File: src/aib_params.svh
`ifndef AIB_PARAMS_SVH
`define AIB_PARAMS_SVH

// at least 2 flops per synchronizer
`define AIB_SYNC_STAGES 2

// number of synchronized handshake inputs
`define AIB_NUM_SYNC 11

// ==================================================
// bit positions inside the synchronizer vector
// ==================================================
`define AIB_SB_CONFIG_DONE          0
`define AIB_SB_REMOTE_OSC_EN        1
`define AIB_SB_REMOTE_TX_LOCK_REQ   2
`define AIB_SB_RX_LOCK_REQ          3
`define AIB_SB_RX_DLL_LOCK          4
`define AIB_SB_REMOTE_TX_CAL_DONE   5
`define AIB_SB_REMOTE_RX_LOCK_REQ   6
`define AIB_SB_TX_LOCK_REQ          7
`define AIB_SB_TX_CAL_DONE          8
`define AIB_SB_REMOTE_RX_DLL_LOCK   9
`define AIB_SB_REMOTE_RX_EN         10

`endif

File: src/aib_ms_pkg.sv
`include "aib_params.svh"

package aib_ms_pkg;

    // one synchronizer stage across all handshake inputs
    typedef logic [`AIB_NUM_SYNC-1:0] sync_vec_t;

    // ==================================================
    // sequencer states
    // ==================================================
    typedef enum logic [1:0] {
        wait_osc_rdy   = 2'd0,
        osc_xfer_en    = 2'd1,
        osc_xfer_alive = 2'd2
    } osc_state_t;

    typedef enum logic [2:0] {
        wait_rx_req          = 3'd0,
        wait_remote_dcc_done = 3'd1,
        send_dll_lock_req    = 3'd2,
        dll_locked           = 3'd3,
        rx_xfer_en           = 3'd4
    } rx_cal_state_t;

    typedef enum logic [2:0] {
        wait_tx_req          = 3'd0,
        send_dcc_cal_req     = 3'd1,
        wait_remote_dll_lock = 3'd2,
        wait_remote_rx_en    = 3'd3,
        tx_xfer_en           = 3'd4
    } tx_cal_state_t;

endpackage

File: src/aib_ms_sync_bank.sv
`include "aib_params.svh"

module aib_ms_sync_bank (
    input  logic osc_clk,
    input  logic ms_reset_n_sync,
    input  logic i_config_done,
    input  logic i_remote_osc_transfer_en,
    input  logic i_remote_tx_dcc_dll_lock_req,
    input  logic i_rx_dcc_dll_lock_req,
    input  logic i_rx_dll_lock_int,
    input  logic i_remote_tx_dcc_cal_done,
    input  logic i_remote_rx_dcc_dll_lock_req,
    input  logic i_tx_dcc_dll_lock_req,
    input  logic i_tx_dcc_cal_done_int,
    input  logic i_remote_rx_dll_lock,
    input  logic i_remote_rx_transfer_en,
    output logic o_config_done_s,
    output logic o_remote_osc_transfer_en_s,
    output logic o_remote_tx_dcc_dll_lock_req_s,
    output logic o_rx_dcc_dll_lock_req_s,
    output logic o_rx_dll_lock_int_s,
    output logic o_remote_tx_dcc_cal_done_s,
    output logic o_remote_rx_dcc_dll_lock_req_s,
    output logic o_tx_dcc_dll_lock_req_s,
    output logic o_tx_dcc_cal_done_int_s,
    output logic o_remote_rx_dll_lock_s,
    output logic o_remote_rx_transfer_en_s
);

    import aib_ms_pkg::*;

    sync_vec_t raw_vec;
    sync_vec_t sync_q [`AIB_SYNC_STAGES];
    sync_vec_t sync_out;

    // ==================================================
    // pack the raw inputs
    // ==================================================
    assign raw_vec[`AIB_SB_CONFIG_DONE]        = i_config_done;
    assign raw_vec[`AIB_SB_REMOTE_OSC_EN]      = i_remote_osc_transfer_en;
    assign raw_vec[`AIB_SB_REMOTE_TX_LOCK_REQ] = i_remote_tx_dcc_dll_lock_req;
    assign raw_vec[`AIB_SB_RX_LOCK_REQ]        = i_rx_dcc_dll_lock_req;
    assign raw_vec[`AIB_SB_RX_DLL_LOCK]        = i_rx_dll_lock_int;
    assign raw_vec[`AIB_SB_REMOTE_TX_CAL_DONE] = i_remote_tx_dcc_cal_done;
    assign raw_vec[`AIB_SB_REMOTE_RX_LOCK_REQ] = i_remote_rx_dcc_dll_lock_req;
    assign raw_vec[`AIB_SB_TX_LOCK_REQ]        = i_tx_dcc_dll_lock_req;
    assign raw_vec[`AIB_SB_TX_CAL_DONE]        = i_tx_dcc_cal_done_int;
    assign raw_vec[`AIB_SB_REMOTE_RX_DLL_LOCK] = i_remote_rx_dll_lock;
    assign raw_vec[`AIB_SB_REMOTE_RX_EN]       = i_remote_rx_transfer_en;

    always_ff @(posedge osc_clk or negedge ms_reset_n_sync) begin
        if (!ms_reset_n_sync) begin
            for (int i = 0; i < `AIB_SYNC_STAGES; i++) begin
                sync_q[i] <= '0;
            end
        end else begin
            sync_q[0] <= raw_vec; // first stage may go metastable
            for (int i = 1; i < `AIB_SYNC_STAGES; i++) begin
                sync_q[i] <= sync_q[i-1];
            end
        end
    end

    assign sync_out = sync_q[`AIB_SYNC_STAGES-1];

    // ==================================================
    // unpack the synchronized levels
    // ==================================================
    assign o_config_done_s                = sync_out[`AIB_SB_CONFIG_DONE];
    assign o_remote_osc_transfer_en_s     = sync_out[`AIB_SB_REMOTE_OSC_EN];
    assign o_remote_tx_dcc_dll_lock_req_s = sync_out[`AIB_SB_REMOTE_TX_LOCK_REQ];
    assign o_rx_dcc_dll_lock_req_s        = sync_out[`AIB_SB_RX_LOCK_REQ];
    assign o_rx_dll_lock_int_s            = sync_out[`AIB_SB_RX_DLL_LOCK];
    assign o_remote_tx_dcc_cal_done_s     = sync_out[`AIB_SB_REMOTE_TX_CAL_DONE];
    assign o_remote_rx_dcc_dll_lock_req_s = sync_out[`AIB_SB_REMOTE_RX_LOCK_REQ];
    assign o_tx_dcc_dll_lock_req_s        = sync_out[`AIB_SB_TX_LOCK_REQ];
    assign o_tx_dcc_cal_done_int_s        = sync_out[`AIB_SB_TX_CAL_DONE];
    assign o_remote_rx_dll_lock_s         = sync_out[`AIB_SB_REMOTE_RX_DLL_LOCK];
    assign o_remote_rx_transfer_en_s      = sync_out[`AIB_SB_REMOTE_RX_EN];

endmodule

File: src/aib_ms_osc_seq.sv
module aib_ms_osc_seq (
    input  logic osc_clk,
    input  logic ms_reset_n_sync,
    input  logic i_config_done_s,
    input  logic i_remote_osc_en_s,
    output logic o_osc_transfer_en,
    output logic o_osc_transfer_alive,
    output logic o_cal_allowed
);

    import aib_ms_pkg::*;

    osc_state_t osc_state;
    osc_state_t osc_next;

    // ==================================================
    // oscillator transfer FSM
    // ==================================================
    always_comb begin
        osc_next = osc_state;
        if (!i_config_done_s) begin
            osc_next = wait_osc_rdy; // config done low restarts the sequence
        end else begin
            case (osc_state)
                wait_osc_rdy: begin
                    osc_next = osc_xfer_en;
                end
                osc_xfer_en: begin
                    if (i_remote_osc_en_s) begin
                        osc_next = osc_xfer_alive;
                    end
                end
                osc_xfer_alive: begin
                    osc_next = osc_xfer_alive;
                end
                default: begin
                    osc_next = wait_osc_rdy;
                end
            endcase
        end
    end

    always_ff @(posedge osc_clk or negedge ms_reset_n_sync) begin
        if (!ms_reset_n_sync) begin
            osc_state            <= wait_osc_rdy;
            o_osc_transfer_en    <= 1'b0;
            o_osc_transfer_alive <= 1'b0;
        end else begin
            osc_state            <= osc_next;
            o_osc_transfer_en    <= (osc_state == osc_xfer_en) |
                                    (o_osc_transfer_en & (osc_state != wait_osc_rdy));
            o_osc_transfer_alive <= (osc_state == osc_xfer_alive) |
                                    (o_osc_transfer_alive & (osc_state != wait_osc_rdy));
        end
    end

    // shared gate for both calibration FSMs
    assign o_cal_allowed = o_osc_transfer_alive & i_config_done_s;

endmodule

File: src/aib_ms_rx_cal.sv
module aib_ms_rx_cal (
    input  logic osc_clk,
    input  logic ms_reset_n_sync,
    input  logic i_cal_allowed,
    input  logic i_remote_tx_lock_req_s,
    input  logic i_rx_lock_req_s,
    input  logic i_remote_tx_cal_done_s,
    input  logic i_rx_dll_lock_s,
    output logic o_rx_async_rst,
    output logic o_rx_dll_lock_req,
    output logic o_rx_dll_lock,
    output logic o_rx_transfer_en
);

    import aib_ms_pkg::*;

    rx_cal_state_t rx_state;
    rx_cal_state_t rx_next;
    logic          any_req;
    logic          both_req;
    logic          in_wait;

    assign any_req  = i_remote_tx_lock_req_s | i_rx_lock_req_s;
    assign both_req = i_remote_tx_lock_req_s & i_rx_lock_req_s;
    assign in_wait  = (rx_state == wait_rx_req);

    // ==================================================
    // receive calibration FSM
    // ==================================================
    always_comb begin
        rx_next = rx_state;
        case (rx_state)
            wait_rx_req: begin
                if (i_cal_allowed && any_req) begin
                    rx_next = wait_remote_dcc_done;
                end
            end
            wait_remote_dcc_done: begin
                if (i_remote_tx_cal_done_s) begin
                    rx_next = send_dll_lock_req;
                end
            end
            send_dll_lock_req: begin
                if (i_rx_dll_lock_s) begin
                    rx_next = dll_locked;
                end
            end
            dll_locked: begin
                rx_next = rx_xfer_en; // single cycle pass-through
            end
            rx_xfer_en: begin
                if (!both_req) begin
                    rx_next = wait_rx_req;
                end
            end
            default: begin
                rx_next = wait_rx_req;
            end
        endcase
    end

    always_ff @(posedge osc_clk or negedge ms_reset_n_sync) begin
        if (!ms_reset_n_sync) begin
            rx_state <= wait_rx_req;
        end else begin
            rx_state <= rx_next;
        end
    end

    // ==================================================
    // registered flags set in their state and cleared in wait
    // ==================================================
    always_ff @(posedge osc_clk or negedge ms_reset_n_sync) begin
        if (!ms_reset_n_sync) begin
            o_rx_async_rst    <= 1'b0;
            o_rx_dll_lock_req <= 1'b0;
            o_rx_dll_lock     <= 1'b0;
            o_rx_transfer_en  <= 1'b0;
        end else begin
            o_rx_async_rst    <= !in_wait;
            o_rx_dll_lock_req <= (rx_state == send_dll_lock_req) | (o_rx_dll_lock_req & !in_wait);
            o_rx_dll_lock     <= (rx_state == dll_locked) | (o_rx_dll_lock & !in_wait);
            o_rx_transfer_en  <= (rx_state == rx_xfer_en) | (o_rx_transfer_en & !in_wait);
        end
    end

endmodule

File: src/aib_ms_tx_cal.sv
module aib_ms_tx_cal (
    input  logic osc_clk,
    input  logic ms_reset_n_sync,
    input  logic i_cal_allowed,
    input  logic i_remote_rx_lock_req_s,
    input  logic i_tx_lock_req_s,
    input  logic i_tx_cal_done_s,
    input  logic i_remote_rx_dll_lock_s,
    input  logic i_remote_rx_en_s,
    output logic o_tx_async_rst,
    output logic o_tx_dcc_cal_req,
    output logic o_tx_dcc_cal_done,
    output logic o_tx_transfer_en
);

    import aib_ms_pkg::*;

    tx_cal_state_t tx_state;
    tx_cal_state_t tx_next;
    logic          both_req;
    logic          in_wait;

    assign both_req = i_remote_rx_lock_req_s & i_tx_lock_req_s;
    assign in_wait  = (tx_state == wait_tx_req);

    // ==================================================
    // transmit calibration FSM
    // ==================================================
    always_comb begin
        tx_next = tx_state;
        case (tx_state)
            wait_tx_req: begin
                if (i_cal_allowed && both_req) begin
                    tx_next = send_dcc_cal_req;
                end
            end
            send_dcc_cal_req: begin
                if (i_tx_cal_done_s) begin
                    tx_next = wait_remote_dll_lock;
                end
            end
            wait_remote_dll_lock: begin
                if (i_remote_rx_dll_lock_s) begin
                    tx_next = wait_remote_rx_en;
                end
            end
            wait_remote_rx_en: begin
                if (i_remote_rx_en_s) begin
                    tx_next = tx_xfer_en;
                end
            end
            tx_xfer_en: begin
                if (!both_req) begin
                    tx_next = wait_tx_req; // either side withdrew its request
                end
            end
            default: begin
                tx_next = wait_tx_req;
            end
        endcase
    end

    always_ff @(posedge osc_clk or negedge ms_reset_n_sync) begin
        if (!ms_reset_n_sync) begin
            tx_state <= wait_tx_req;
        end else begin
            tx_state <= tx_next;
        end
    end

    // ==================================================
    // registered flags
    // ==================================================
    always_ff @(posedge osc_clk or negedge ms_reset_n_sync) begin
        if (!ms_reset_n_sync) begin
            o_tx_async_rst    <= 1'b0;
            o_tx_dcc_cal_req  <= 1'b0;
            o_tx_dcc_cal_done <= 1'b0;
            o_tx_transfer_en  <= 1'b0;
        end else begin
            o_tx_async_rst    <= !in_wait;
            o_tx_dcc_cal_req  <= (tx_state == send_dcc_cal_req) | (o_tx_dcc_cal_req & !in_wait);
            o_tx_dcc_cal_done <= (tx_state == wait_remote_dll_lock) |
                                 (o_tx_dcc_cal_done & !in_wait); // local cal seen
            o_tx_transfer_en  <= (tx_state == tx_xfer_en) | (o_tx_transfer_en & !in_wait);
        end
    end

endmodule

File: src/aib_ms_calib_top.sv
module aib_ms_calib_top (
    input  logic osc_clk,
    input  logic ms_reset_n_sync,
    input  logic i_config_done,
    input  logic i_remote_osc_transfer_en,
    input  logic i_remote_tx_dcc_dll_lock_req,
    input  logic i_rx_dcc_dll_lock_req,
    input  logic i_rx_dll_lock_int,
    input  logic i_remote_tx_dcc_cal_done,
    input  logic i_remote_rx_dcc_dll_lock_req,
    input  logic i_tx_dcc_dll_lock_req,
    input  logic i_tx_dcc_cal_done_int,
    input  logic i_remote_rx_dll_lock,
    input  logic i_remote_rx_transfer_en,
    output logic o_osc_transfer_en,
    output logic o_osc_transfer_alive,
    output logic o_rx_async_rst,
    output logic o_rx_dll_lock_req,
    output logic o_rx_dll_lock,
    output logic o_rx_transfer_en,
    output logic o_tx_async_rst,
    output logic o_tx_dcc_cal_req,
    output logic o_tx_dcc_cal_done,
    output logic o_tx_transfer_en
);

    logic config_done_s;
    logic remote_osc_en_s;
    logic remote_tx_lock_req_s;
    logic rx_lock_req_s;
    logic rx_dll_lock_s;
    logic remote_tx_cal_done_s;
    logic remote_rx_lock_req_s;
    logic tx_lock_req_s;
    logic tx_cal_done_s;
    logic remote_rx_dll_lock_s;
    logic remote_rx_en_s;
    logic cal_allowed;

    // ==================================================
    // input resynchronization
    // ==================================================
    aib_ms_sync_bank u_sync_bank (
        .osc_clk                        (osc_clk),
        .ms_reset_n_sync                (ms_reset_n_sync),
        .i_config_done                  (i_config_done),
        .i_remote_osc_transfer_en       (i_remote_osc_transfer_en),
        .i_remote_tx_dcc_dll_lock_req   (i_remote_tx_dcc_dll_lock_req),
        .i_rx_dcc_dll_lock_req          (i_rx_dcc_dll_lock_req),
        .i_rx_dll_lock_int              (i_rx_dll_lock_int),
        .i_remote_tx_dcc_cal_done       (i_remote_tx_dcc_cal_done),
        .i_remote_rx_dcc_dll_lock_req   (i_remote_rx_dcc_dll_lock_req),
        .i_tx_dcc_dll_lock_req          (i_tx_dcc_dll_lock_req),
        .i_tx_dcc_cal_done_int          (i_tx_dcc_cal_done_int),
        .i_remote_rx_dll_lock           (i_remote_rx_dll_lock),
        .i_remote_rx_transfer_en        (i_remote_rx_transfer_en),
        .o_config_done_s                (config_done_s),
        .o_remote_osc_transfer_en_s     (remote_osc_en_s),
        .o_remote_tx_dcc_dll_lock_req_s (remote_tx_lock_req_s),
        .o_rx_dcc_dll_lock_req_s        (rx_lock_req_s),
        .o_rx_dll_lock_int_s            (rx_dll_lock_s),
        .o_remote_tx_dcc_cal_done_s     (remote_tx_cal_done_s),
        .o_remote_rx_dcc_dll_lock_req_s (remote_rx_lock_req_s),
        .o_tx_dcc_dll_lock_req_s        (tx_lock_req_s),
        .o_tx_dcc_cal_done_int_s        (tx_cal_done_s),
        .o_remote_rx_dll_lock_s         (remote_rx_dll_lock_s),
        .o_remote_rx_transfer_en_s      (remote_rx_en_s)
    );

    // ==================================================
    // sequencers
    // ==================================================
    aib_ms_osc_seq u_osc_seq (
        .osc_clk              (osc_clk),
        .ms_reset_n_sync      (ms_reset_n_sync),
        .i_config_done_s      (config_done_s),
        .i_remote_osc_en_s    (remote_osc_en_s),
        .o_osc_transfer_en    (o_osc_transfer_en),
        .o_osc_transfer_alive (o_osc_transfer_alive),
        .o_cal_allowed        (cal_allowed)
    );

    aib_ms_rx_cal u_rx_cal (
        .osc_clk                (osc_clk),
        .ms_reset_n_sync        (ms_reset_n_sync),
        .i_cal_allowed          (cal_allowed),
        .i_remote_tx_lock_req_s (remote_tx_lock_req_s),
        .i_rx_lock_req_s        (rx_lock_req_s),
        .i_remote_tx_cal_done_s (remote_tx_cal_done_s),
        .i_rx_dll_lock_s        (rx_dll_lock_s),
        .o_rx_async_rst         (o_rx_async_rst),
        .o_rx_dll_lock_req      (o_rx_dll_lock_req),
        .o_rx_dll_lock          (o_rx_dll_lock),
        .o_rx_transfer_en       (o_rx_transfer_en)
    );

    aib_ms_tx_cal u_tx_cal (
        .osc_clk                (osc_clk),
        .ms_reset_n_sync        (ms_reset_n_sync),
        .i_cal_allowed          (cal_allowed),
        .i_remote_rx_lock_req_s (remote_rx_lock_req_s),
        .i_tx_lock_req_s        (tx_lock_req_s),
        .i_tx_cal_done_s        (tx_cal_done_s),
        .i_remote_rx_dll_lock_s (remote_rx_dll_lock_s),
        .i_remote_rx_en_s       (remote_rx_en_s),
        .o_tx_async_rst         (o_tx_async_rst),
        .o_tx_dcc_cal_req       (o_tx_dcc_cal_req),
        .o_tx_dcc_cal_done      (o_tx_dcc_cal_done),
        .o_tx_transfer_en       (o_tx_transfer_en)
    );

endmodule

File: config.mk
export PLATFORM = sky130hd
export DESIGN_NAME = aib_ms_calib_top
export DESIGN_NICKNAME = d
export VERILOG_FILES = /design/src/aib_ms_pkg.sv /design/src/aib_ms_sync_bank.sv /design/src/aib_ms_osc_seq.sv /design/src/aib_ms_rx_cal.sv /design/src/aib_ms_tx_cal.sv /design/src/aib_ms_calib_top.sv
export VERILOG_INCLUDE_DIRS = /design/src /design/src/src
export SDC_FILE = /design/constraint.sdc
export NUM_CORES = 1
export LEC_CHECK = 0
export ABC_AREA = 1
export ABC_CLOCK_PERIOD_IN_PS = 2900
export BUFFER_PORTS_ARGS = -buffer_cell sky130_fd_sc_hd__buf_2
export CORE_MARGIN = 3
export CORE_UTILIZATION = 40
export DETAILED_ROUTE_END_ITERATION = 8
export GPL_ROUTABILITY_DRIVEN = 0
export PLACE_DENSITY_LB_ADDON = 0.25
export SLEW_MARGIN = 10
export SYNTH_ARGS = -nofsm -noshare
export SYNTH_HDL_FRONTEND = slang
export SYNTH_SLANG_ARGS = --single-unit
File: constraint.sdc
create_clock -name osc_clk -period 2.9 [get_ports osc_clk]
set_clock_uncertainty 0.1 [all_clocks]
set_input_delay 0 -clock osc_clk [delete_from_list [all_inputs] [get_ports osc_clk]]
set_output_delay 0 -clock osc_clk [all_outputs]
set_load 0.05 [all_outputs]
# Yosys cells after proc, flatten, opt, wreduce, memory -nomap -nowiden
# Cells that the tools add are included.
[classes]
magnitude_cmp = 0
reduce_logical = 10
n_mux = 14
eq_ne = 20
bitwise_logic = 20
n_addsub = 0
div = 0
shifts = 0
n_mul = 0
[op_table]
columns = ["operator", "n"]
rows = [
  ["case mux 3 bit (5 select lines)", 2],
  ["two-way mux 3 bit", 9],
  ["!= test 2 bit (second input constant)", 9],
  ["== test 3 x 2 -> 1 bit (second input constant)", 4],
  ["AND 1 bit", 11],
  ["bitwise OR 1 bit", 9],
  ["== test 3 x 1 -> 1 bit (second input constant)", 2],
  ["== test 3 bit (second input constant)", 2],
  ["zero test 3 bit", 2],
  ["case mux 2 bit (3 select lines)", 1],
  ["AND reduction 5 bit", 1],
  ["two-way mux 2 bit", 2],
  ["AND reduction 4 bit", 1],
  ["!= test 3 bit (second input constant)", 1],
  ["== test 2 x 1 -> 1 bit (second input constant)", 1],
  ["== test 2 bit (second input constant)", 1],
  ["logical AND 1 bit", 2],
  ["zero test 1 bit", 2],
  ["zero test 2 bit", 1],
  ["nonzero test 2 bit", 1],
]
[totals]
output_inout_bits = 10
latchBits = 0
ramBits = 0
romBits = 0
word_cells = 79
ff_bits = 40
in_bits = 13
memories = 0

# Logic depth before layout (Yosys ltp)
# Gate-level depths: netlist (run 1).
[depth]
ltp_word = 4
ltp_mapped = 8
ltp_nobuf = 8

# By module
# From an unflattened synthesis (run 1), not the netlist that was laid out.
[unflattened]
hier_cells = 138
area_unflattened_um2 = 1441.4
[by_module_without_submodules]
columns = ["mod", "seq_area_each_um2", "cells_each", "area_each_um2", "n_inst"]
rows = [
  ["aib_ms_sync_bank", 550.5, 22, 550.5, 1],
  ["aib_ms_tx_cal", 175.2, 48, 355.3, 1],
  ["aib_ms_rx_cal", 175.2, 41, 325.3, 1],
  ["aib_ms_osc_seq", 100.1, 27, 210.2, 1],
]

# Worst setup path before layout (run 1)
# No wires, ideal clock.
[synth_timing]
path_kind = "register -> register"
start = "register (tool-made name)"
end = "register u_tx_cal.tx_state[0]"
setup_ps = 117
arrival_time_ps = 1189
period_less_slack_ps = 1405
required_ps = 2683
slack_ps = 1495
path_stages_with_launch = 8
path_buffers = 0
path_cell_list = "dfrtp_1 nand2_1 nor2_1 nor2_2 nor2_2 nand2_2 nand2_1 nand2_1"
[synth_rtl]
columns = ["item", "line_no", "rtl"]
rows = [
  ["end signal, assigned", "aib_ms_tx_cal.sv:65", "tx_state <= wait_tx_req;"],
  ["end signal, assigned", "aib_ms_tx_cal.sv:67", "tx_state <= tx_next;"],
  ["end, declared", "aib_ms_tx_cal.sv:18", "tx_cal_state_t tx_state;"],
]

# Worst setup path after layout (run 1)
[layout_timing]
start = "register u_tx_cal.tx_state[1]"
end = "register u_tx_cal.tx_state[2]"
[layout_between]
elab_chain_len = 3
elab_cells_between_ends = 12
cone_classes = "eq/ne: 9; mux: 1; reduce/logical: 2"
[layout_rtl]
columns = ["item", "line_no", "rtl"]
rows = [
  ["== test 3 bit, or another cell as far along", "aib_ms_tx_cal.sv:31", "case (tx_state)"],
  ["!= test 2 bit (no line)", "n/a", ""],
  ["AND reduction 5 bit (no line)", "n/a", ""],
]
# Several ways; a longest one is shown, not always the timed one.
# A chain may end at the register's enable or synchronous reset.

==> results of run 1 <==
[cell usage after synthesis]
| master | n |
|---|---|
| sky130_fd_sc_hd__o21a_1 | 1 |
| sky130_fd_sc_hd__nand2_1 | 21 |
| sky130_fd_sc_hd__ha_1 | 2 |
| sky130_fd_sc_hd__nor2_2 | 5 |
| sky130_fd_sc_hd__nor2_1 | 26 |
| sky130_fd_sc_hd__dfrtp_1 | 40 |
| sky130_fd_sc_hd__a21oi_1 | 1 |
| sky130_fd_sc_hd__nand2_2 | 2 |
| sky130_fd_sc_hd__nand3_1 | 8 |
| sky130_fd_sc_hd__inv_1 | 10 |
| sky130_fd_sc_hd__nor2_4 | 2 |
| sky130_fd_sc_hd__nand3b_1 | 3 |
| sky130_fd_sc_hd__o21ai_0 | 4 |
[cell type report]
| cell class | instances | share of cell area [%] |
|---|---|---|
| Tap cell | 44 | 3.11 |
| Clock inverter | 3 | 2.61 |
| Clock buffer | 5 | 2.12 |
| Sequential cell | 40 | 56.5 |
| Multi-Input combinational cell | 75 | 20.5 |
| Inverter | 10 | 2.12 |
| Timing Repair Buffer | 34 | 13.0 |
[flip-flops by register name, indices dropped and copies added (netlist names), named ones only]
| register | count |
|---|---|
| u_osc_seq.osc_state | 2 |
| u_rx_cal.o_rx_async_rst | 1 |
| u_rx_cal.o_rx_dll_lock | 1 |
| u_rx_cal.o_rx_dll_lock_req | 1 |
| u_rx_cal.rx_state | 3 |
| u_sync_bank.sync_out | 11 |
| u_sync_bank.sync_q | 11 |
| u_tx_cal.o_tx_async_rst | 1 |
| u_tx_cal.o_tx_dcc_cal_done | 1 |
| u_tx_cal.o_tx_dcc_cal_req | 1 |
| u_tx_cal.tx_state | 3 |
[power by group]
group / leakage (nW) / total (W) / internal [W] / switching (W)
Clock: 0.0418 / 0.000373 / 0.000184 / 0.000189
Sequential: 0.480 / 0.000770 / 0.000688 / 0.0000817
Combinational: 0.346 / 0.000719 / 0.000206 / 0.000512
[metal layers]
layer  vias to the layer above  GRT usage [%]
met3                         7           5.30
met2                        28           18.7
li1                        469              -
met1                       420           12.4
met5                         -              0
met4                         0           6.22
[worst reg2reg max path, cell delays in order (launching register included)]
cell and delay [ns]:
sky130_fd_sc_hd__dfrtp_1 0.44, sky130_fd_sc_hd__nor2_2 0.21, sky130_fd_sc_hd__nand2_1 0.12, sky130_fd_sc_hd__nor2_4 0.13, sky130_fd_sc_hd__nor2_4 0.06, sky130_fd_sc_hd__nand3b_1 0.08, sky130_fd_sc_hd__nand2_1 0.05
[layout by cell type, fill, tap and decap left out]
cell | Yosys | routed
sky130_fd_sc_hd__nand3_1 | 8 | 8
sky130_fd_sc_hd__a21oi_1 | 1 | 1
sky130_fd_sc_hd__nand3b_1 | 3 | 3
sky130_fd_sc_hd__inv_6 | 0 | 1
sky130_fd_sc_hd__nor2_1 | 26 | 26
sky130_fd_sc_hd__o21ai_0 | 4 | 4
sky130_fd_sc_hd__inv_1 | 10 | 10
sky130_fd_sc_hd__bufinv_16 | 0 | 1
sky130_fd_sc_hd__dfrtp_1 | 40 | 40
sky130_fd_sc_hd__nor2_2 | 5 | 5
sky130_fd_sc_hd__nand2_2 | 2 | 2
sky130_fd_sc_hd__o21a_1 | 1 | 1
sky130_fd_sc_hd__clkinvlp_4 | 0 | 1
sky130_fd_sc_hd__clkbuf_4 | 0 | 5
sky130_fd_sc_hd__buf_2 | 0 | 22
sky130_fd_sc_hd__nor2_4 | 2 | 2
sky130_fd_sc_hd__dlygate4sd3_1 | 0 | 12
sky130_fd_sc_hd__nand2_1 | 21 | 21
sky130_fd_sc_hd__ha_1 | 2 | 2
[per-stage QoR]
stage / hold slack [ns] / cell area, µm² / setup WS (ns)
4_1_cts: 0.158 / 1770 / 1.62
5_1_grt: 0.160 / 1770 / 1.52
2_1_floorplan: -0.396 / 1400 / 1.49
3_3_place_gp: 0.00781 / 1570 / 1.66
3_5_place_dp: 0.00931 / 1570 / 1.63
6_report: 0.160 / 1770 / 1.62
[path summary, 6_finish.rpt]
| check | end | slack, ns | depth (start not counted) |
|---|---|---|---|
| min | u_tx_cal.o_tx_async_rst | 0.16 | 2 |
| max | u_tx_cal.tx_state[2] | 1.62 | 6 |
| max reg2reg | u_tx_cal.tx_state[2] | 1.62 | 6 |
| min in group osc_clk | u_sync_bank.sync_q[18] | 0.17 | 2 |
| max in group asynchronous | u_sync_bank.sync_out[0] | 2.03 | 2 |
| min reg2reg | u_sync_bank.sync_out[3] | 0.26 | 0 |
[logic make-up after synthesis]
logic type | Yosys count | synth area share (%)
adders and majority gates | 2 | 1.79
DFF | 40 | 71.4
AOI/OAI and AO/OA | 6 | 2.32
buffers and inverters | 10 | 2.68
and+or+nand+nor | 67 | 21.8
[what timing repair did]
| action | CTS | global route |
|---|---|---|
| hold endpoints to repair | 51 | 0 |
| hold buffers | 12 | 0 |
| gates resized for setup | 0 | 0 |
==> flow_metrics.py, run 1 <==
metrics = {
    "sta": {
        "final.setup.tns_ns": 0,
        "slew_headroom_pct": 46.0,
        "slew_viol_final": 0,
        "achievable-frequency_ghz": 0.780,
        "final_hold_violations": 0,
        "fin_crit_sh_pct": 44.2,
        "final_setup_viols": 0,
        "worstMarginPinSlew_ns": 0.811,
        "grt_setup_unrepaired": "no",
        "post-route-min-period_ns": 1.28,
    },
    "drt": {
        "wl_met3_um": 151,
        "totalWireLength_mm": 2.08,
        "wl_met1_um": 928,
        "detail_route.iter0.violations": 18,
        "detailroute.wirelength.met2_um": 949,
        "detailroute.via_count": 924,
        "avgViaCountPerCell": 4.38,
        "number_of_nets_still_failing_antenna_checks_after_routing": 0,
        "route.detailed.drc": 0,
        "detail_route.wl_per_cell_um": 9.88,
        "drt_first_pass_iters": 4,
        "highest_routed_metal_layer": "met4",
    },
    "critical_path": {
        "critPathCaptureType": "flop",
        "setup.worst_path.start": "u_tx_cal.tx_state[1]",
        "critical_path.top_delay_family": "simple AND/OR/NAND/NOR gates",
        "cp_cell_sequence": "nor2_2 > nand2_1 > nor2_4 > nor2_4 > nand3b_1 > nand2_1",
        "max_stage_delay_ns": 0.44,
        "timing.critical_path.from_type": "flop",
        "critical_path_required_ns": 3.06,
        "cp_data_arrival_time_ns": 1.44,
        "cp.buffers_inverters": 0,
        "slowest_stage": "sky130_fd_sc_hd__dfrtp_1",
        "timing.setup.critical_path_class": "flop to flop",
        "crit_fanout": 4,
        "timing.rr.start": "u_tx_cal.tx_state[1]",
    },
    "place": {
        "dp_hpwl_mm": 1.41,
        "dp.cells": 191,
        "port_buffers": 22,
    },
    "grt": {
        "grt_remaining_overflow": 0,
        "first_global_vias": 853,
        "largest_net_degree_at_the_start_of_global_routing": 41,
        "grt_pass1_wl_mm": 3.65,
        "antenna_violations_before_repair": 0,
        "grt_use_total_pct": 11.5,
    },
    "cts": {
        "cts_tree": "yes",
        "cts_setup_buffers": 0,
        "clock_latency_on_the_worst_skew_pair_ns": 0.35,
        "h_tree_depth": 2,
        "tritoncts.num_buffers": 5,
        "clkTransAtPathRegs_ns": 0.12,
        "cts_num_sinks": 40,
        "cts.path.max_buffers": 2,
        "cts_root_buf": "sky130_fd_sc_hd__clkbuf_4",
    },
    "yosys": {
        "syn_area_per_cell_um2": 11.2,
        "yosys.area.top_type": "sky130_fd_sc_hd__dfrtp_1",
        "synthCells": 125,
        "synth-seq-cells": 40,
        "synthesized_net_count": 140,
        "post_synth_num_cell_types": 13,
        "ys_warn_count": 0,
        "synth_area_leaders": "sky130_fd_sc_hd__dfrtp_1 (71%), sky130_fd_sc_hd__nor2_1 (7.0%), sky130_fd_sc_hd__nand2_1 (5.6%)",
        "sequential_cell_area_fraction_in_the_yosys_report_pct": 71.4,
        "yosys.area.top_type_share_pct": 71.4,
        "syn_area_um2": 1400,
    },
    "power_and_ir_drop": {
        "design_power_total_w": 0.00186,
        "ir_drop_uv": 412,
        "cellPowerDensity_nw_per_um2": 1050,
        "power_leakage_nw": 0.868,
    },
    "min_path": {
        "min_path_type": "primary input to async pin",
    },
    "finish": {
        "antenna-diode-count": 0,
        "multi_input_comb_area_um2": 363,
        "seqCellArea_um2": 1000,
        "nFillCells": 302,
        "share_of_layout_cells_above_drive_strength_1_pct": 23.4,
        "utilization_pct": 55.3,
        "flow.area_growth_from_synthesis_pct": 26.3,
        "layout.nets": 181,
        "post_layout_cell_count": 211,
    },
    "floorplan": {
        "die-area_um2": 4250,
        "die_height_um": 65.2,
        "rows": 20,
        "die_width_um": 65.2,
        "initial_core_util_pct": 43.8,
        "core_area_um2": 3200,
        "ios": 23,
    },
    "status": {
        "outcome": "finished clean",
    },
    "flow_run": {
        "cap_viol_max_count": 0,
    },
}
Note: power is estimated with default switching activity, not from simulation.
==> run 2, diff against run 1 <==
- ABC_CLOCK_PERIOD_IN_PS: 2900 -> 1100
- clock period: 2.9 -> 1.1 ns (I/O delays scaled with it)
==> run 2 against run 1 <==
Compared with the run above: the run now ends with negative hold slack, negative setup slack left; setup slack worse by 1.7 ns; maximum frequency is 4.9% higher; sequential cell count stayed put; cell count is 9.5% higher; sequential power grew to 2.8 times the previous value; critical path depth stayed put; combinational power grew to 3.8 times the previous value; critical endpoint is now u_tx_cal.tx_state[1]; largest power group is now combinational cells; highest routed layer unchanged.
==> flow_metrics.py, run 2 (synthesized netlist as in run 1, its figures left out) <==
metrics = {
    "status": {
        "outcome": "complete, but fails checks",
        "failed_checks": "negative hold slack, negative setup slack",
    },
    "critical_path": {
        "worst_r2r_path_depth": 6,
        "crit_fanout": 4,
        "reg2reg_slack_ns": -0.12,
        "worst_r2r_endpoint": "u_tx_cal.tx_state[1]",
        "critical_path_required_ns": 1.23,
        "critPathCaptureType": "flop",
        "timing.setup.critical_path_class": "flop to flop",
        "timing.rr.start": "u_tx_cal.tx_state[1]",
        "timing.critical_path.from_type": "flop",
        "cp_data_arrival_time_ns": 1.36,
    },
    "drt": {
        "drt_first_pass_iters": 4,
        "avgViaCountPerCell": 4.39,
        "detail_route.iter0.violations": 24,
        "route.detailed.drc": 0,
        "totalWireLength_mm": 2.39,
        "detail_route.wl_per_cell_um": 10.4,
        "detailroute.via_count": 1014,
        "number_of_nets_still_failing_antenna_checks_after_routing": 0,
    },
    "grt": {
        "grt_pass1_wl_mm": 4.23,
        "largest_net_degree_at_the_start_of_global_routing": 30,
        "grt_remaining_overflow": 0,
        "grt_use_total_pct": 13.3,
        "first_global_vias": 1016,
        "antenna_violations_before_repair": 0,
    },
    "cts": {
        "cts_hold_buffers": 12,
        "cts_root_buf": "sky130_fd_sc_hd__clkbuf_4",
        "clock_latency_on_the_worst_skew_pair_ns": 0.33,
        "tritoncts.num_buffers": 5,
        "h_tree_depth": 2,
        "cts.path.max_buffers": 2,
        "cts_num_sinks": 40,
        "clkTransAtPathRegs_ns": 0.10,
        "cts_tree": "yes",
    },
    "finish": {
        "share_of_layout_cells_above_drive_strength_1_pct": 45.5,
        "antenna-diode-count": 0,
        "utilization_pct": 63.8,
        "mostFrequentLayoutCells": "sky130_fd_sc_hd__dfrtp_1 (34), sky130_fd_sc_hd__nor2_1 (20), sky130_fd_sc_hd__buf_4 (19)",
        "mostFrequentLayoutCell": "sky130_fd_sc_hd__dfrtp_1",
        "layout.nets": 201,
        "post_layout_cell_count": 231,
        "flow.area_growth_from_synthesis_pct": 45.8,
    },
    "floorplan": {
        "die_height_um": 65.2,
        "rows": 20,
        "die_width_um": 65.2,
        "ios": 23,
        "initial_core_util_pct": 43.8,
        "die-area_um2": 4250,
        "core_area_um2": 3200,
    },
    "power_and_ir_drop": {
        "sw_frac_of_total_pct": 39.7,
        "seqPwrFrac_pct": 37.1,
        "power_leakage_nw": 0.977,
        "switch_pwr_w": 0.00229,
        "ir_drop_uv": 1100,
        "cellPowerDensity_nw_per_um2": 2820,
        "share_clk_of_total_power_pct": 15.8,
        "power.share.combinational_pct": 47.1,
        "intPower_w": 0.00347,
    },
    "sta": {
        "achievable-frequency_ghz": 0.818,
        "slew_viol_final": 0,
        "final.setup.tns_ns": -0.510,
        "fin_crit_sh_pct": 111,
        "grt_setup_unrepaired": "yes",
        "final_hold_violations": 11,
        "slew_headroom_pct": 80.0,
        "holdWs_ns": -0.0280,
        "setup_ws_ns": -0.123,
        "final_setup_viols": 10,
        "post-route-min-period_ns": 1.22,
        "worstMarginPinSlew_ns": 0.301,
    },
    "place": {
        "dp_slack_ns": -0.116,
        "port_buffers": 22,
        "dp_hpwl_mm": 1.61,
        "dp.cells": 203,
    },
    "min_path": {
        "min_path_type": "primary input to async pin",
    },
    "flow_run": {
        "cap_viol_max_count": 0,
    },
}
==> run 2: cell types whose count changed in the layout (fill, tap and decap cells not counted), sizes merged <==
cell and change:
clkbuf +5, clkinv +1, buf +16, inv -1
clkinvlp -1
==> run 2: how the worst max path moves through the flow <==
| stage | startpoint | endpoint | slack [ns] | cells past startpoint |
|---|---|---|---|---|
| floorplan | flop | u_tx_cal.tx_state[0] | -0.15 | 7 |
| global placement | u_tx_cal.tx_state[1] | u_tx_cal.tx_state[2] | -0.06 | 6 |
| detailed placement | u_tx_cal.tx_state[1] | u_tx_cal.tx_state[1] | -0.12 | 6 |
| CTS | u_tx_cal.tx_state[1] | u_tx_cal.tx_state[1] | -0.13 | 6 |
| global route | u_tx_cal.tx_state[1] | u_tx_cal.tx_state[1] | -0.19 | 6 |
| finish | u_tx_cal.tx_state[1] | u_tx_cal.tx_state[1] | -0.12 | 6 |
==> run 2: layout make-up <==
type	count	area [µm²]
Clock buffer	6	41.3
Clock inverter	2	35.0
Fill cell	266	1160
Inverter	10	40.0
Multi-Input combinational cell	75	435
Sequential cell	40	1010
Tap cell	44	55.1
Timing Repair Buffer	54	428
==> run 2: critical path: stages, from the launching register on <==
cell and delay, ns:
sky130_fd_sc_hd__dfrtp_2 0.47, sky130_fd_sc_hd__nor2_4 0.15, sky130_fd_sc_hd__nand2_2 0.08, sky130_fd_sc_hd__nor2_4 0.13, sky130_fd_sc_hd__nor2_4 0.07, sky130_fd_sc_hd__nand3_1 0.08, sky130_fd_sc_hd__nand2_1 0.05
==> run 2: layer usage <==
layer	up-vias	GRT usage, %	wire (µm)
met3	4	4.62	128
li1	514	-	-
met2	26	23.3	1250
met1	470	14.1	981
met4	0	6.99	31
met5	-	0	0
==> run 2: timing repair <==
action / CTS / global route
pin swaps: 4 / 6
gates cloned: 0 / 0
resized for setup: 17 / 32
buffers inserted: 5 / 3
hold endpoints to repair: 51 / 11
setup endpoints to repair: 14 / 22
==> run 2: power by group through the flow <==
stage	logic [W]	registers (W)	clock network, W
after floorplan	0.000884	0.00264	0
after global placement	0.00213	0.00205	0
after detailed placement	0.00218	0.00206	0
after global routing	0.00298	0.00219	0.00103
final	0.00271	0.00214	0.000910
after CTS	0.00247	0.00205	0.000940
==> run 2: stage by stage <==
stage	cell area (µm²)	total power, W
2_1_floorplan	1410	0.00352
3_3_place_gp	1680	0.00418
3_5_place_dp	1680	0.00424
4_1_cts	1950	0.00546
5_1_grt	2040	0.00621
6_report	2040	0.00577
